File: src/rtl/sdio_data_pkg.sv
`default_nettype none

package sdio_data_pkg;

  // Data path widths
  localparam int BYTE_W  = 8;
  localparam int ADDR_W  = 18;
  localparam int COUNT_W = 13;

  // One data byte on the PHY and target buses
  typedef logic [BYTE_W-1:0]  byte_t;

  // Register or memory address
  typedef logic [ADDR_W-1:0]  addr_t;

  // Byte count, block count and block size
  typedef logic [COUNT_W-1:0] count_t;

  // Length of a byte mode run when the count is zero
  localparam count_t DEFAULT_BYTE_LEN = count_t'(512);

  // I/O functions including the CIA at index 0
  // Memory target lives at index NUM_IO_FUNCS
  localparam int NUM_IO_FUNCS_DEFAULT = 8;

  // Transfer sequencer states
  typedef enum logic [1:0] {
    IDLE     = 2'd0,
    CONFIG   = 2'd1,
    ACTIVE   = 2'd2,
    FINISHED = 2'd3
  } xfer_state_t;

endpackage

`default_nettype wire

File: src/rtl/sdio_func_channel_if.sv
`default_nettype none

interface sdio_func_channel_if;

  // Write path from the PHY
  logic                  wr_stb;
  sdio_data_pkg::byte_t  wr_data;

  // Read path and status of the selected target
  logic                  rd_stb;
  sdio_data_pkg::byte_t  rd_data;
  logic                  com_rdy;
  sdio_data_pkg::count_t block_size;

  // High while the sequencer takes bytes
  logic                  hst_rdy;

  modport router (
    input  wr_stb, wr_data, hst_rdy,
    output rd_stb, rd_data, com_rdy, block_size
  );

  modport seq (
    input  wr_stb, rd_stb, block_size,
    output hst_rdy
  );

  modport phy (
    input  rd_stb, rd_data, com_rdy,
    output wr_stb, wr_data
  );

endinterface

`default_nettype wire

File: src/rtl/sdio_data_control.sv
`default_nettype none

module sdio_data_control #(
  parameter  int NUM_IO_FUNCS = sdio_data_pkg::NUM_IO_FUNCS_DEFAULT,
  localparam int SEL_W        = $clog2(NUM_IO_FUNCS + 1)
) (
  input  wire                                    clk,
  input  wire                                    rst,

  // Transfer setup
  input  wire                                    i_block_mode_flg,
  input  wire sdio_data_pkg::count_t             i_data_cnt,
  output sdio_data_pkg::count_t                  o_total_data_cnt,
  input  wire                                    i_inc_addr_flg,
  input  wire sdio_data_pkg::addr_t              i_cmd_address,
  output sdio_data_pkg::addr_t                   o_address,
  input  wire                                    i_activate,
  output logic                                   o_finished,
  input  wire                                    i_mem_sel,
  input  wire        [SEL_W-1:0]                 i_func_sel,

  // Data PHY
  input  wire                                    i_data_phy_wr_stb,
  input  wire sdio_data_pkg::byte_t              i_data_phy_wr_data,
  output logic                                   o_data_phy_rd_stb,
  output sdio_data_pkg::byte_t                   o_data_phy_rd_data,
  output logic                                   o_data_phy_com_rdy,
  output logic                                   o_data_phy_activate,

  // Functions 0 to NUM_IO_FUNCS-1 then memory
  output logic       [NUM_IO_FUNCS:0]            o_func_wr_stb,
  output sdio_data_pkg::byte_t  [NUM_IO_FUNCS:0] o_func_wr_data,
  input  wire        [NUM_IO_FUNCS:0]            i_func_rd_stb,
  input  wire sdio_data_pkg::byte_t  [NUM_IO_FUNCS:0] i_func_rd_data,
  output logic       [NUM_IO_FUNCS:0]            o_func_hst_rdy,
  input  wire        [NUM_IO_FUNCS:0]            i_func_com_rdy,
  output logic       [NUM_IO_FUNCS:0]            o_func_activate,
  input  wire sdio_data_pkg::count_t [NUM_IO_FUNCS:0] i_func_block_size
);

  sdio_func_channel_if chan ();

  // PHY end of the channel
  assign chan.wr_stb         = i_data_phy_wr_stb;
  assign chan.wr_data        = i_data_phy_wr_data;
  assign o_data_phy_rd_stb   = chan.rd_stb;
  assign o_data_phy_rd_data  = chan.rd_data;
  assign o_data_phy_com_rdy  = chan.com_rdy;
  assign o_data_phy_activate = i_activate;

  sdio_func_router #(
    .NUM_IO_FUNCS (NUM_IO_FUNCS)
  ) u_func_router (
    .i_func_sel   (i_func_sel),
    .i_mem_sel    (i_mem_sel),
    .i_activate   (i_activate),
    .i_rd_stb     (i_func_rd_stb),
    .i_rd_data    (i_func_rd_data),
    .i_com_rdy    (i_func_com_rdy),
    .i_block_size (i_func_block_size),
    .o_wr_stb     (o_func_wr_stb),
    .o_wr_data    (o_func_wr_data),
    .o_hst_rdy    (o_func_hst_rdy),
    .o_activate   (o_func_activate),
    .chan         (chan.router)
  );

  sdio_transfer_seq u_transfer_seq (
    .clk              (clk),
    .rst              (rst),
    .i_activate       (i_activate),
    .i_block_mode_flg (i_block_mode_flg),
    .i_data_cnt       (i_data_cnt),
    .i_inc_addr_flg   (i_inc_addr_flg),
    .i_cmd_address    (i_cmd_address),
    .o_total_data_cnt (o_total_data_cnt),
    .o_address        (o_address),
    .o_finished       (o_finished),
    .chan             (chan.seq)
  );

endmodule

`default_nettype wire

File: src/rtl/sdio_func_router.sv
`default_nettype none

module sdio_func_router #(
  parameter  int NUM_IO_FUNCS = sdio_data_pkg::NUM_IO_FUNCS_DEFAULT,
  localparam int SEL_W        = $clog2(NUM_IO_FUNCS + 1)
) (
  input  wire        [SEL_W-1:0]                 i_func_sel,
  input  wire                                    i_mem_sel,
  input  wire                                    i_activate,

  // Target side, one entry per target
  input  wire        [NUM_IO_FUNCS:0]            i_rd_stb,
  input  wire sdio_data_pkg::byte_t  [NUM_IO_FUNCS:0] i_rd_data,
  input  wire        [NUM_IO_FUNCS:0]            i_com_rdy,
  input  wire sdio_data_pkg::count_t [NUM_IO_FUNCS:0] i_block_size,
  output logic       [NUM_IO_FUNCS:0]            o_wr_stb,
  output sdio_data_pkg::byte_t  [NUM_IO_FUNCS:0] o_wr_data,
  output logic       [NUM_IO_FUNCS:0]            o_hst_rdy,
  output logic       [NUM_IO_FUNCS:0]            o_activate,

  sdio_func_channel_if.router                    chan
);

  localparam int NUM_TGT = NUM_IO_FUNCS + 1;

  logic [SEL_W-1:0] tgt_sel;

  // Memory select wins over the function number
  assign tgt_sel = i_mem_sel ? SEL_W'(NUM_IO_FUNCS) : i_func_sel;

  // PHY and sequencer toward the selected target only
  always_comb begin
    o_wr_stb   = '0;
    o_wr_data  = '0;
    o_hst_rdy  = '0;
    o_activate = '0;
    for (int i = 0; i < NUM_TGT; i++) begin
      if (tgt_sel == SEL_W'(i)) begin
        o_wr_stb[i]   = chan.wr_stb;
        o_wr_data[i]  = chan.wr_data;
        o_hst_rdy[i]  = chan.hst_rdy;
        o_activate[i] = i_activate;
      end
    end
  end

  // Selected target back onto the channel
  always_comb begin
    chan.rd_stb     = 1'b0;
    chan.rd_data    = '0;
    chan.com_rdy    = 1'b0;
    chan.block_size = '0;
    for (int i = 0; i < NUM_TGT; i++) begin
      if (tgt_sel == SEL_W'(i)) begin
        chan.rd_stb     = i_rd_stb[i];
        chan.rd_data    = i_rd_data[i];
        // PHY only proceeds when both ends are ready
        chan.com_rdy    = i_com_rdy[i] & chan.hst_rdy;
        chan.block_size = i_block_size[i];
      end
    end
  end

  // At most one target sees a write
  always_comb begin
    a_single_wr_stb: assert ($onehot0(o_wr_stb))
      else $error("more than one target write strobe: %b", o_wr_stb);
  end

endmodule

`default_nettype wire

File: src/rtl/sdio_transfer_seq.sv
`default_nettype none

module sdio_transfer_seq (
  input  wire                          clk,
  input  wire                          rst,

  input  wire                          i_activate,
  input  wire                          i_block_mode_flg,
  input  wire sdio_data_pkg::count_t   i_data_cnt,
  input  wire                          i_inc_addr_flg,
  input  wire sdio_data_pkg::addr_t    i_cmd_address,

  output sdio_data_pkg::count_t        o_total_data_cnt,
  output sdio_data_pkg::addr_t         o_address,
  output logic                         o_finished,

  sdio_func_channel_if.seq             chan
);

  sdio_data_pkg::xfer_state_t state;
  sdio_data_pkg::count_t      total_block_cnt;
  sdio_data_pkg::count_t      block_cnt;
  sdio_data_pkg::count_t      byte_cnt;
  logic                       continuous;
  logic                       byte_acc;

  // Ready until the current block is complete
  assign chan.hst_rdy = (state == sdio_data_pkg::ACTIVE) && (byte_cnt < o_total_data_cnt);

  // Only strobes seen while ready move a byte
  assign byte_acc = chan.hst_rdy && (chan.wr_stb || chan.rd_stb);

  always_ff @(posedge clk) begin
    if (rst) begin
      state            <= sdio_data_pkg::IDLE;
      o_finished       <= 1'b0;
      o_total_data_cnt <= '0;
      o_address        <= '0;
      total_block_cnt  <= '0;
      block_cnt        <= '0;
      byte_cnt         <= '0;
      continuous       <= 1'b0;
    end else begin
      case (state)
        sdio_data_pkg::IDLE: begin
          o_finished      <= 1'b0;
          o_address       <= i_cmd_address;
          block_cnt       <= '0;
          byte_cnt        <= '0;
          // Zero blocks in block mode runs until activate drops
          continuous      <= i_block_mode_flg && (i_data_cnt == '0);
          total_block_cnt <= i_block_mode_flg ? i_data_cnt : '0;
          if (i_activate) begin
            state <= sdio_data_pkg::CONFIG;
          end
        end
        sdio_data_pkg::CONFIG: begin
          byte_cnt <= '0;
          if (i_block_mode_flg) begin
            o_total_data_cnt <= chan.block_size;
            if (!continuous) begin
              block_cnt <= block_cnt + sdio_data_pkg::count_t'(1);
            end
          end else if (i_data_cnt == '0) begin
            o_total_data_cnt <= sdio_data_pkg::DEFAULT_BYTE_LEN;
          end else begin
            o_total_data_cnt <= i_data_cnt;
          end
          state <= sdio_data_pkg::ACTIVE;
        end
        sdio_data_pkg::ACTIVE: begin
          if (byte_cnt < o_total_data_cnt) begin
            if (byte_acc) begin
              byte_cnt <= byte_cnt + sdio_data_pkg::count_t'(1);
              if (i_inc_addr_flg) begin
                o_address <= o_address + sdio_data_pkg::addr_t'(1);
              end
            end
          end else if (continuous || (block_cnt < total_block_cnt)) begin
            state <= sdio_data_pkg::CONFIG;
          end else begin
            state <= sdio_data_pkg::FINISHED;
          end
        end
        sdio_data_pkg::FINISHED: begin
          o_finished <= 1'b1;
        end
        default: begin
          state <= sdio_data_pkg::IDLE;
        end
      endcase

      // Activate low aborts or closes the transfer
      if (!i_activate) begin
        state      <= sdio_data_pkg::IDLE;
        o_finished <= 1'b0;
      end
    end
  end

  // Strobe counting must stop at the block length
  a_cnt_in_range: assert property (@(posedge clk) disable iff (rst)
    byte_cnt <= o_total_data_cnt)
    else $error("byte count %0d beyond length %0d", byte_cnt, o_total_data_cnt);

  // PHY writes and target reads never overlap
  a_one_direction: assert property (@(posedge clk) disable iff (rst)
    !(chan.wr_stb && chan.rd_stb))
    else $error("write and read strobe high together");

endmodule

`default_nettype wire

File: config.mk
export PLATFORM = sky130hd
export DESIGN_NAME = sdio_data_control
export DESIGN_NICKNAME = d
export VERILOG_FILES = /design/src/rtl/sdio_data_pkg.sv /design/src/rtl/sdio_func_channel_if.sv /design/src/rtl/sdio_data_control.sv /design/src/rtl/sdio_func_router.sv /design/src/rtl/sdio_transfer_seq.sv
export SDC_FILE = /design/constraint.sdc
export NUM_CORES = 1
export LEC_CHECK = 0
export ABC_AREA = 1
export BUFFER_PORTS_ARGS = -buffer_cell sky130_fd_sc_hd__buf_2
export CORE_AREA = 2 2 156 158
export DETAILED_ROUTE_END_ITERATION = 6
export DIE_AREA = 0 0 158 160
export PLACE_DENSITY = 0.67
export SLEW_MARGIN = 20
export SYNTH_ARGS = -nofsm -noshare
export SYNTH_HDL_FRONTEND = slang
export SYNTH_SLANG_ARGS = --single-unit
File: constraint.sdc
create_clock -name clk -period 2.6 [get_ports clk]
set_input_delay 0.13 -clock clk [delete_from_list [all_inputs] [get_ports clk]]
set_output_delay 0.13 -clock clk [all_outputs]
set_load 0.01 [all_outputs]
==> flow_summary_export.csv, run 1 <==
group,metric,value,unit
outcome,status,"finished clean",
pwr,internal-power,2230,uW
global_route,antenna_found_initial,7,
sta,setup_viol,0,
synthesis,ys_types,36,
pwr,switchingPower,1080,uW
sta,period_minus_slack,2.42,ns
critical_path,critical_path.top_delay_family,"simple AND/OR/NAND/NOR gates",
sta,worst_slew_pin_slew,0.810,ns
synthesis,yosysTopAreaCellShare,23.3,%
finish,drive_above_1_share,33.1,%
sta,fin_setup_tns,0,ns
synthesis,ys_seq_elements,74,
finish,area_growth,44.4,%
pwr,peakVddDrop,0.331,mV
clock_network,cts.htree.levels,3,
floorplanning,core_area,0.0238,mm2
route,totalWireLength,33000,um
floorplanning,initial_core_util,26.7,%
synthesis,synthesis.area,0.00636,mm2
pwr,clock_power_share,36.5,%
clock_network,hold_buffers,0,
place,place_congestion,0.999,
clock_network,cts_buffers,9,
synthesis,synth_warnings,0,
critical_path,crit_type,"flip-flop to output port",
critical_path,cp.required,2.47,ns
clock_network,clk_latency,0.33,ns
sta,slew_headroom,46.0,%
floorplanning,die-width,158,um
synthesis,yosysMostFrequentCell,"nand2_1",
sta,holdWs,0.0238,ns
critical_path,cp.arrival,2.29,ns
synthesis,yosysTopAreaCell,"dfxtp_1",
critical_path,path_cells,"inv_1 > ha_1 > a21oi_1 > o21ai_1 > nor2_4 > nand2_2 > nor2_2 > inv_1 > buf_4 > nor2_2 > nand2_1 > nand4_1 > buf_2",
clock_network,clkTransAtPathRegs,0.06,ns
critical_path,crit_path_end_kind,"output port",
critical_path,cp_max_fo,10,
floorplanning,fp-row-count,57,
synthesis,synth_edf_count,0,
clock_network,clockBufferDepth,2,
pwr,power.leakage,0.00473,uW
place,port_buffers,398,
route,drc,0,
place,place_ws,0.241,ns
synthesis,synth_common_cells,"262 x nand2_1, 173 x nor2_1, 119 x a21oi_1",
run,cap_violations,0,
synthesis,syn_area_per_cell,5.86,um2
global_route,grt_usage,25.2,%
sta,fin_skew,0.0100,ns
route,viasPerCell,4.96,
floorplanning,num_io_pins,399,
global_route,grt_max_degree,38,
sta,postLayoutSetupSlackWorst,0.183,ns
global_route,grt_pass1_vias,8546,
critical_path,cp-start-kind,"flip-flop",
sta,hold_viol,0,
hold_path,worstHoldPathType,"input port to flip-flop",
synthesis,synth_fp_nets,1374,
route,ant_nets,0,
route,first_pass_iters,5,
pwr,pwr-share-comb,26.2,%
sta,max_clock_freq,414,MHz
synthesis,ys_top_cells_by_area,"dfxtp_1 23%, nand2_1 15%, nor2_1 10%",
floorplanning,dieArea,0.0253,mm2
route,vias,8976,
clock_network,cts_tree,"built",
global_route,grt_pass1_wl,48700,um
pwr,powerDensity,361,mW/mm2
sta,period_share,92.9,%
synthesis,syn_inst,1085,
critical_path,max_stage_delay,0.34,ns
pwr,power,3310,uW
clock_network,cts.sinks,74,
pwr,seq_power_share,37.4,%
route,drtIter0Drc,649,
sta,maxSlewViolCount,0,
clock_network,clockRootBuffer,"clkbuf_16",
synthesis,seq_area_frac_synth,23.3,%
finish,nets,1764,
pwr,switching_share,32.6,%
floorplanning,die_y,160,um
synthesis,synth_async_sr_flop_share,0,%
critical_path,path_buf_inv,4,
synthesis,ys.flop_type,"dfxtp_1",
sta,rsz0062_at_grt,"false",
place,dp_hpwl,26900,um
global_route,gr-total-overflow,0,
critical_path,critPathSlowestCell,"dfxtp_2",
route,avgRoutedWirePerCell,18.2,um
==> final timing paths <==
check,start,to,slack (ns),depth (start not counted)
min,rst,u_transfer_seq.block_cnt[1]$_SDFFE_PP0P_,0.02,2
max reg2reg,u_transfer_seq.o_total_data_cnt[12]$_SDFFE_PP0P_,u_transfer_seq.o_address[14]$_SDFFE_PP0P_,0.36,14
max,u_transfer_seq.o_total_data_cnt[12]$_SDFFE_PP0P_,o_data_phy_com_rdy,0.18,13
min reg2reg,u_transfer_seq.o_finished$_SDFFE_PP0P_,u_transfer_seq.o_finished$_SDFFE_PP0P_,0.45,2
==> flip-flops by register name (all words and copies together) (netlist names) <==
register	count
u_transfer_seq.block_cnt	13
u_transfer_seq.byte_cnt	13
u_transfer_seq.continuous	1
u_transfer_seq.o_address	18
u_transfer_seq.o_finished	1
u_transfer_seq.o_total_data_cnt	13
u_transfer_seq.state	2
u_transfer_seq.total_block_cnt	13
==> logic make-up after synthesis <==
logic type                 count (synthesis)  share of synthesized area, %
and+or+nand+nor                          612                          41.4
AOI/OAI and AO/OA                        183                          14.9
buffers and inverters                    149                          9.13
DFF                                       74                          23.3
adders and majority gates                 32                          6.30
xor gates and xnor gates                  26                          3.58
muxes                                      9                          1.42
==> through the flow <==
step,cell area [um2],cells,utilization [%]
after floorplan,6360,1085,-
after global placement,8830,1788,37.1
after detailed placement,8830,1788,37.1
after CTS,9130,1804,38.3
after global routing,9180,1808,38.5
final,9180,1808,38.5
==> cell usage in the layout (no fill, tap or decap), drive strengths merged <==
cell,instances
or2,2
nor3b,2
mux2i,9
clkbuf,11
o211ai,5
inv,81
xor2,21
a21oi,119
nor4,2
xnor2,5
clkinv,11
nand2,266
nor2,176
nand3,101
nand4,48
dfxtp,74
o2111ai,1
buf,437
o31ai,2
nor3,14
ha,32
o21ai,52
diode,4
a31oi,1
clkinvlp,4
o21a,3
nand3b,1
==> routing by layer <==
metal  wire, um  GRT usage [%]  up-vias
met5         21              0        -
met4       1060           8.44        4
met3       2830           5.73       62
met2      15600           42.0      425
met1      13500           32.0     4116
li1           -              -     4369
==> final cells by class <==
type                            count  area, um2
Sequential cell                    74       1490
Clock buffer                       11        253
Inverter                           91        342
Fill cell                        2713      14600
Multi-Input combinational cell    862       4350
Tap cell                          324        405
Antenna cell                        4       10.0
Timing Repair Buffer              437       2300
Clock inverter                      5       38.8
==> what timing repair did <==
item | CTS | global route
setup endpoints to repair | 0 | 13
setup buffers | 0 | 0
resized for setup | 0 | 19
==> power groups by stage <==
stage          logic [uW]  clock network, uW  registers [uW]
6_report              867               1210            1240
3_3_place_gp          848                  0            1260
5_1_grt               957               1270            1240
3_5_place_dp          853                  0            1260
4_1_cts               857               1220            1230
2_1_floorplan         388                  0            1260
No activity file was read; power rests on OpenSTA's default activity.
==> run 2, diff against run 1 <==
--- a/config.mk
+++ b/config.mk
@@ -7,11 +7,12 @@
 export LEC_CHECK = 0
 export ABC_AREA = 1
 export BUFFER_PORTS_ARGS = -buffer_cell sky130_fd_sc_hd__buf_2
-export CORE_AREA = 2 2 156 158
+export CORE_AREA = 2 2 155 157
 export DETAILED_ROUTE_END_ITERATION = 6
-export DIE_AREA = 0 0 158 160
-export PLACE_DENSITY = 0.67
+export DIE_AREA = 0 0 157 159
+export PLACE_DENSITY = 0.71
 export SLEW_MARGIN = 20
 export SYNTH_ARGS = -nofsm -noshare
 export SYNTH_HDL_FRONTEND = slang
+export SYNTH_HIERARCHICAL = 1
 export SYNTH_SLANG_ARGS = --single-unit
==> run 2 against run 1 <==
Critical path depth increased by 5. Die area decreased by 1.3%. Clock power increased by 9%. Critical path type unchanged.
==> flow_summary_export.csv, run 2 <==
group,metric,value,unit
route,drc,0,
outcome,status,"finished clean",
critical_path,critPathSlowestCell,"dfxtp_2",
sta,postLayoutSetupSlackWorst,0.0840,ns
global_route,grt_usage,25.1,%
floorplanning,core_area,0.0232,mm2
finish,area_growth,39.8,%
critical_path,crit_top_cell,"nand2_2",
critical_path,r2r-end,"u_transfer_seq/o_address[2]$_SDFFE_PP0P_",
finish,drive_above_1_share,32.7,%
critical_path,cp.required,2.47,ns
floorplanning,fp-row-count,56,
global_route,antenna_found_initial,5,
finish,fin_util,42.3,%
critical_path,cp.arrival,2.39,ns
hold_path,min_to,"u_transfer_seq/total_block_cnt[12]$_SDFFE_PP0P_",
synthesis,ys_types,42,
finish,layout_common_cells,"398 x buf_2, 317 x nand2_1, 259 x nor2_1",
sta,holdWs,0.0533,ns
finish,largest_reg_flops,18,
global_route,gr-total-overflow,0,
floorplanning,die-width,157,um
critical_path,path_cells,"inv_1 > ha_1 > nand2_2 > inv_2 > nand3_2 > a21oi_2 > nor2_4 > nand2_2 > inv_4 > nand2_2 > inv_2 > nand3_2 > nand2_1 > nor2_1 > nand3_1 > nor2_1 > nand4_1 > buf_2",
floorplanning,die_y,159,um
sta,fin_skew,0.00999,ns
pwr,power,3500,uW
critical_path,crit_type,"flip-flop to output port",
global_route,grt_pass1_vias,8790,
critical_path,max_stage_delay,0.33,ns
floorplanning,initial_core_util,30.3,%
synthesis,yosysTopAreaCell,"dfxtp_1",
sta,rsz0062_at_grt,"true",
clock_network,cts.sinks,74,
synthesis,ys_seq_elements,74,
global_route,grt_pass1_wl,48900,um
clock_network,clockRootBuffer,"clkbuf_16",
finish,finish.instance_area,0.00982,mm2
route,drtIter0Drc,650,
synthesis,syn_inst,1254,
route,viasPerCell,4.89,
synthesis,yosysMostFrequentCell,"nand2_1",
synthesis,seq_area_frac_synth,21.1,%
synthesis,yosysTopAreaCellShare,21.1,%
place,place_ws,0.217,ns
critical_path,cp-start-kind,"flip-flop",
critical_path,reg2reg_slack,0.50,ns
route,avgRoutedWirePerCell,16.9,um
finish,nets,1931,
synthesis,synth_fp_nets,1543,
place,placed_cell_area,0.00936,mm2
sta,slew_headroom,49.6,%
pwr,peakVddDrop,0.334,mV
run,cap_violations,0,
pwr,power.leakage,0.00520,uW
floorplanning,num_io_pins,399,
hold_path,min_path_cells,3,
place,dp_hpwl,26600,um
route,ant_nets,0,
clock_network,cts_buffers,9,
critical_path,rr_startpoint,"u_transfer_seq/state[0]$_SDFFE_PP0P_",
place,port_buffers,398,
critical_path,r2r_cells,11,
route,first_pass_iters,5,
synthesis,synth_async_sr_flop_share,0,%
synthesis,synth_edf_count,0,
finish,regMostFlops,"u_transfer_seq/o_address",
clock_network,clkTransAtPathRegs,0.07,ns
synthesis,ys_top_cells_by_area,"dfxtp_1 21%, nand2_1 17%, nor2_1 14%",
sta,worst_slew_pin_slew,0.756,ns
sta,period_minus_slack,2.52,ns
synthesis,synth_common_cells,"322 x nand2_1, 261 x nor2_1, 146 x nand3_1",
synthesis,synthesis.area,0.00703,mm2
synthesis,synth_warnings,6,
sta,hold_viol,0,
critical_path,cp_max_fo,5,
finish,final_common_cell,"buf_2",
clock_network,cts.htree.levels,3,
clock_network,cts_tree,"built",
synthesis,syn_area_per_cell,5.60,um2
sta,maxSlewViolCount,0,
global_route,grt_max_degree,39,
synthesis,ys.flop_type,"dfxtp_1",
sta,setup_viol,0,
route,totalWireLength,33400,um
place,place_congestion,0.998,
hold_path,hp-start,"i_data_cnt[12]",
sta,period_share,96.8,%
sta,max_clock_freq,397,MHz
clock_network,clk_latency,0.34,ns
floorplanning,dieArea,0.0250,mm2
hold_path,worstHoldPathType,"input port to flip-flop",
pwr,powerDensity,356,mW/mm2
route,vias,9642,
clock_network,clockBufferDepth,2,
critical_path,crit_path_end_kind,"output port",
## run 2: cell count changes after synthesis, moves of 18 or more
cell,previous run,this run
clkbuf_1,44,20
a21oi_1,119,73
o21ai_0,50,20
inv_1,76,122
nor2_1,173,261
nand3_1,100,146
nand2_1,262,322
nand4_1,48,30
buf_2,5,25
## run 2: report_power, final
| part | switching (uW) | total [uW] | internal, uW |
|---|---|---|---|
| clock | 553 | 1320 | 764 |
| sequential | 46.0 | 1230 | 1190 |
| combinational | 578 | 949 | 371 |
## run 2: per-stage QoR
| stage | setup TNS, ns | std cells |
|---|---|---|
| 2_1_floorplan | 0 | 1254 |
| 3_3_place_gp | 0 | 1944 |
| 3_5_place_dp | 0 | 1944 |
| 4_1_cts | 0 | 1962 |
| 5_1_grt | -0.0791 | 1969 |
| 6_report | 0 | 1970 |
## run 2: metal layers
layer | up-vias | part of all wire (%) | track usage, %
met4 | 2 | 2.6 | 7.63
met3 | 54 | 10 | 7.29
met1 | 4300 | 41 | 31.3
met5 | - | 0.039 | 0
li1 | 4769 | - | -
met2 | 517 | 46 | 41.7
## run 2: logic make-up (layout without fill, tap and decap cells)
kind of cell	after synthesis	count (layout)	share of synthesized area (%)
AO/OA/AOI/OAI	114	114	9.07
XOR/XNOR	12	12	1.50
adder cells (fa/ha/maj)	32	32	5.70
buffers and inverters	205	598	12.3
flip-flops	74	74	21.1
multiplexers	1	1	0.142
other	0	4	0
AND/OR/NAND/NOR	816	816	50.2
## run 2: how the worst max path moves through the flow
stage,startpoint,slack [ns],end,depth (start not counted)
3_5_place_dp,u_transfer_seq/o_total_data_cnt[12]$_SDFFE_PP0P_,0.22,o_data_phy_com_rdy,15
2_1_floorplan,u_transfer_seq/o_total_data_cnt[12]$_SDFFE_PP0P_,0.36,o_data_phy_com_rdy,15
4_1_cts,u_transfer_seq/o_total_data_cnt[12]$_SDFFE_PP0P_,0.0005,o_data_phy_com_rdy,15
5_1_grt,u_transfer_seq/o_total_data_cnt[4]$_SDFFE_PP0P_,-0.08,o_data_phy_com_rdy,18
3_3_place_gp,u_transfer_seq/o_total_data_cnt[12]$_SDFFE_PP0P_,0.28,o_data_phy_com_rdy,18
6_report,u_transfer_seq/o_total_data_cnt[11]$_SDFFE_PP0P_,0.08,o_data_phy_com_rdy,18
## run 2: timing repair
action / CTS / global route
cloned: 0 / 0
hold endpoints to repair: 0 / 0
endpoints found under the setup margin: 3 / 6
setup buffers: 2 / 4
hold buffers: 0 / 0
gates resized for setup: 4 / 30
pin swaps: 3 / 14
## run 2: layout make-up
cell class | count | area, um2
repair buffers | 437 | 2280
clock buffers | 9 | 225
well taps | 319 | 399
inverters | 145 | 549
fillers | 2524 | 13400
flip-flops and latches | 74 | 1500
diodes | 4 | 10.0
multi-input cells | 975 | 4770
clock inverters | 7 | 85.1
## run 2: critical path, delay by kind of cell, from the launching register on
kind | cells | cell delay, ns
AO/OA/AOI/OAI | 1 | 0.17
adder cells (fa/ha/maj) | 1 | 0.28
buffers and inverters | 5 | 0.37
flip-flops | 1 | 0.33
AND/OR/NAND/NOR | 11 | 0.91
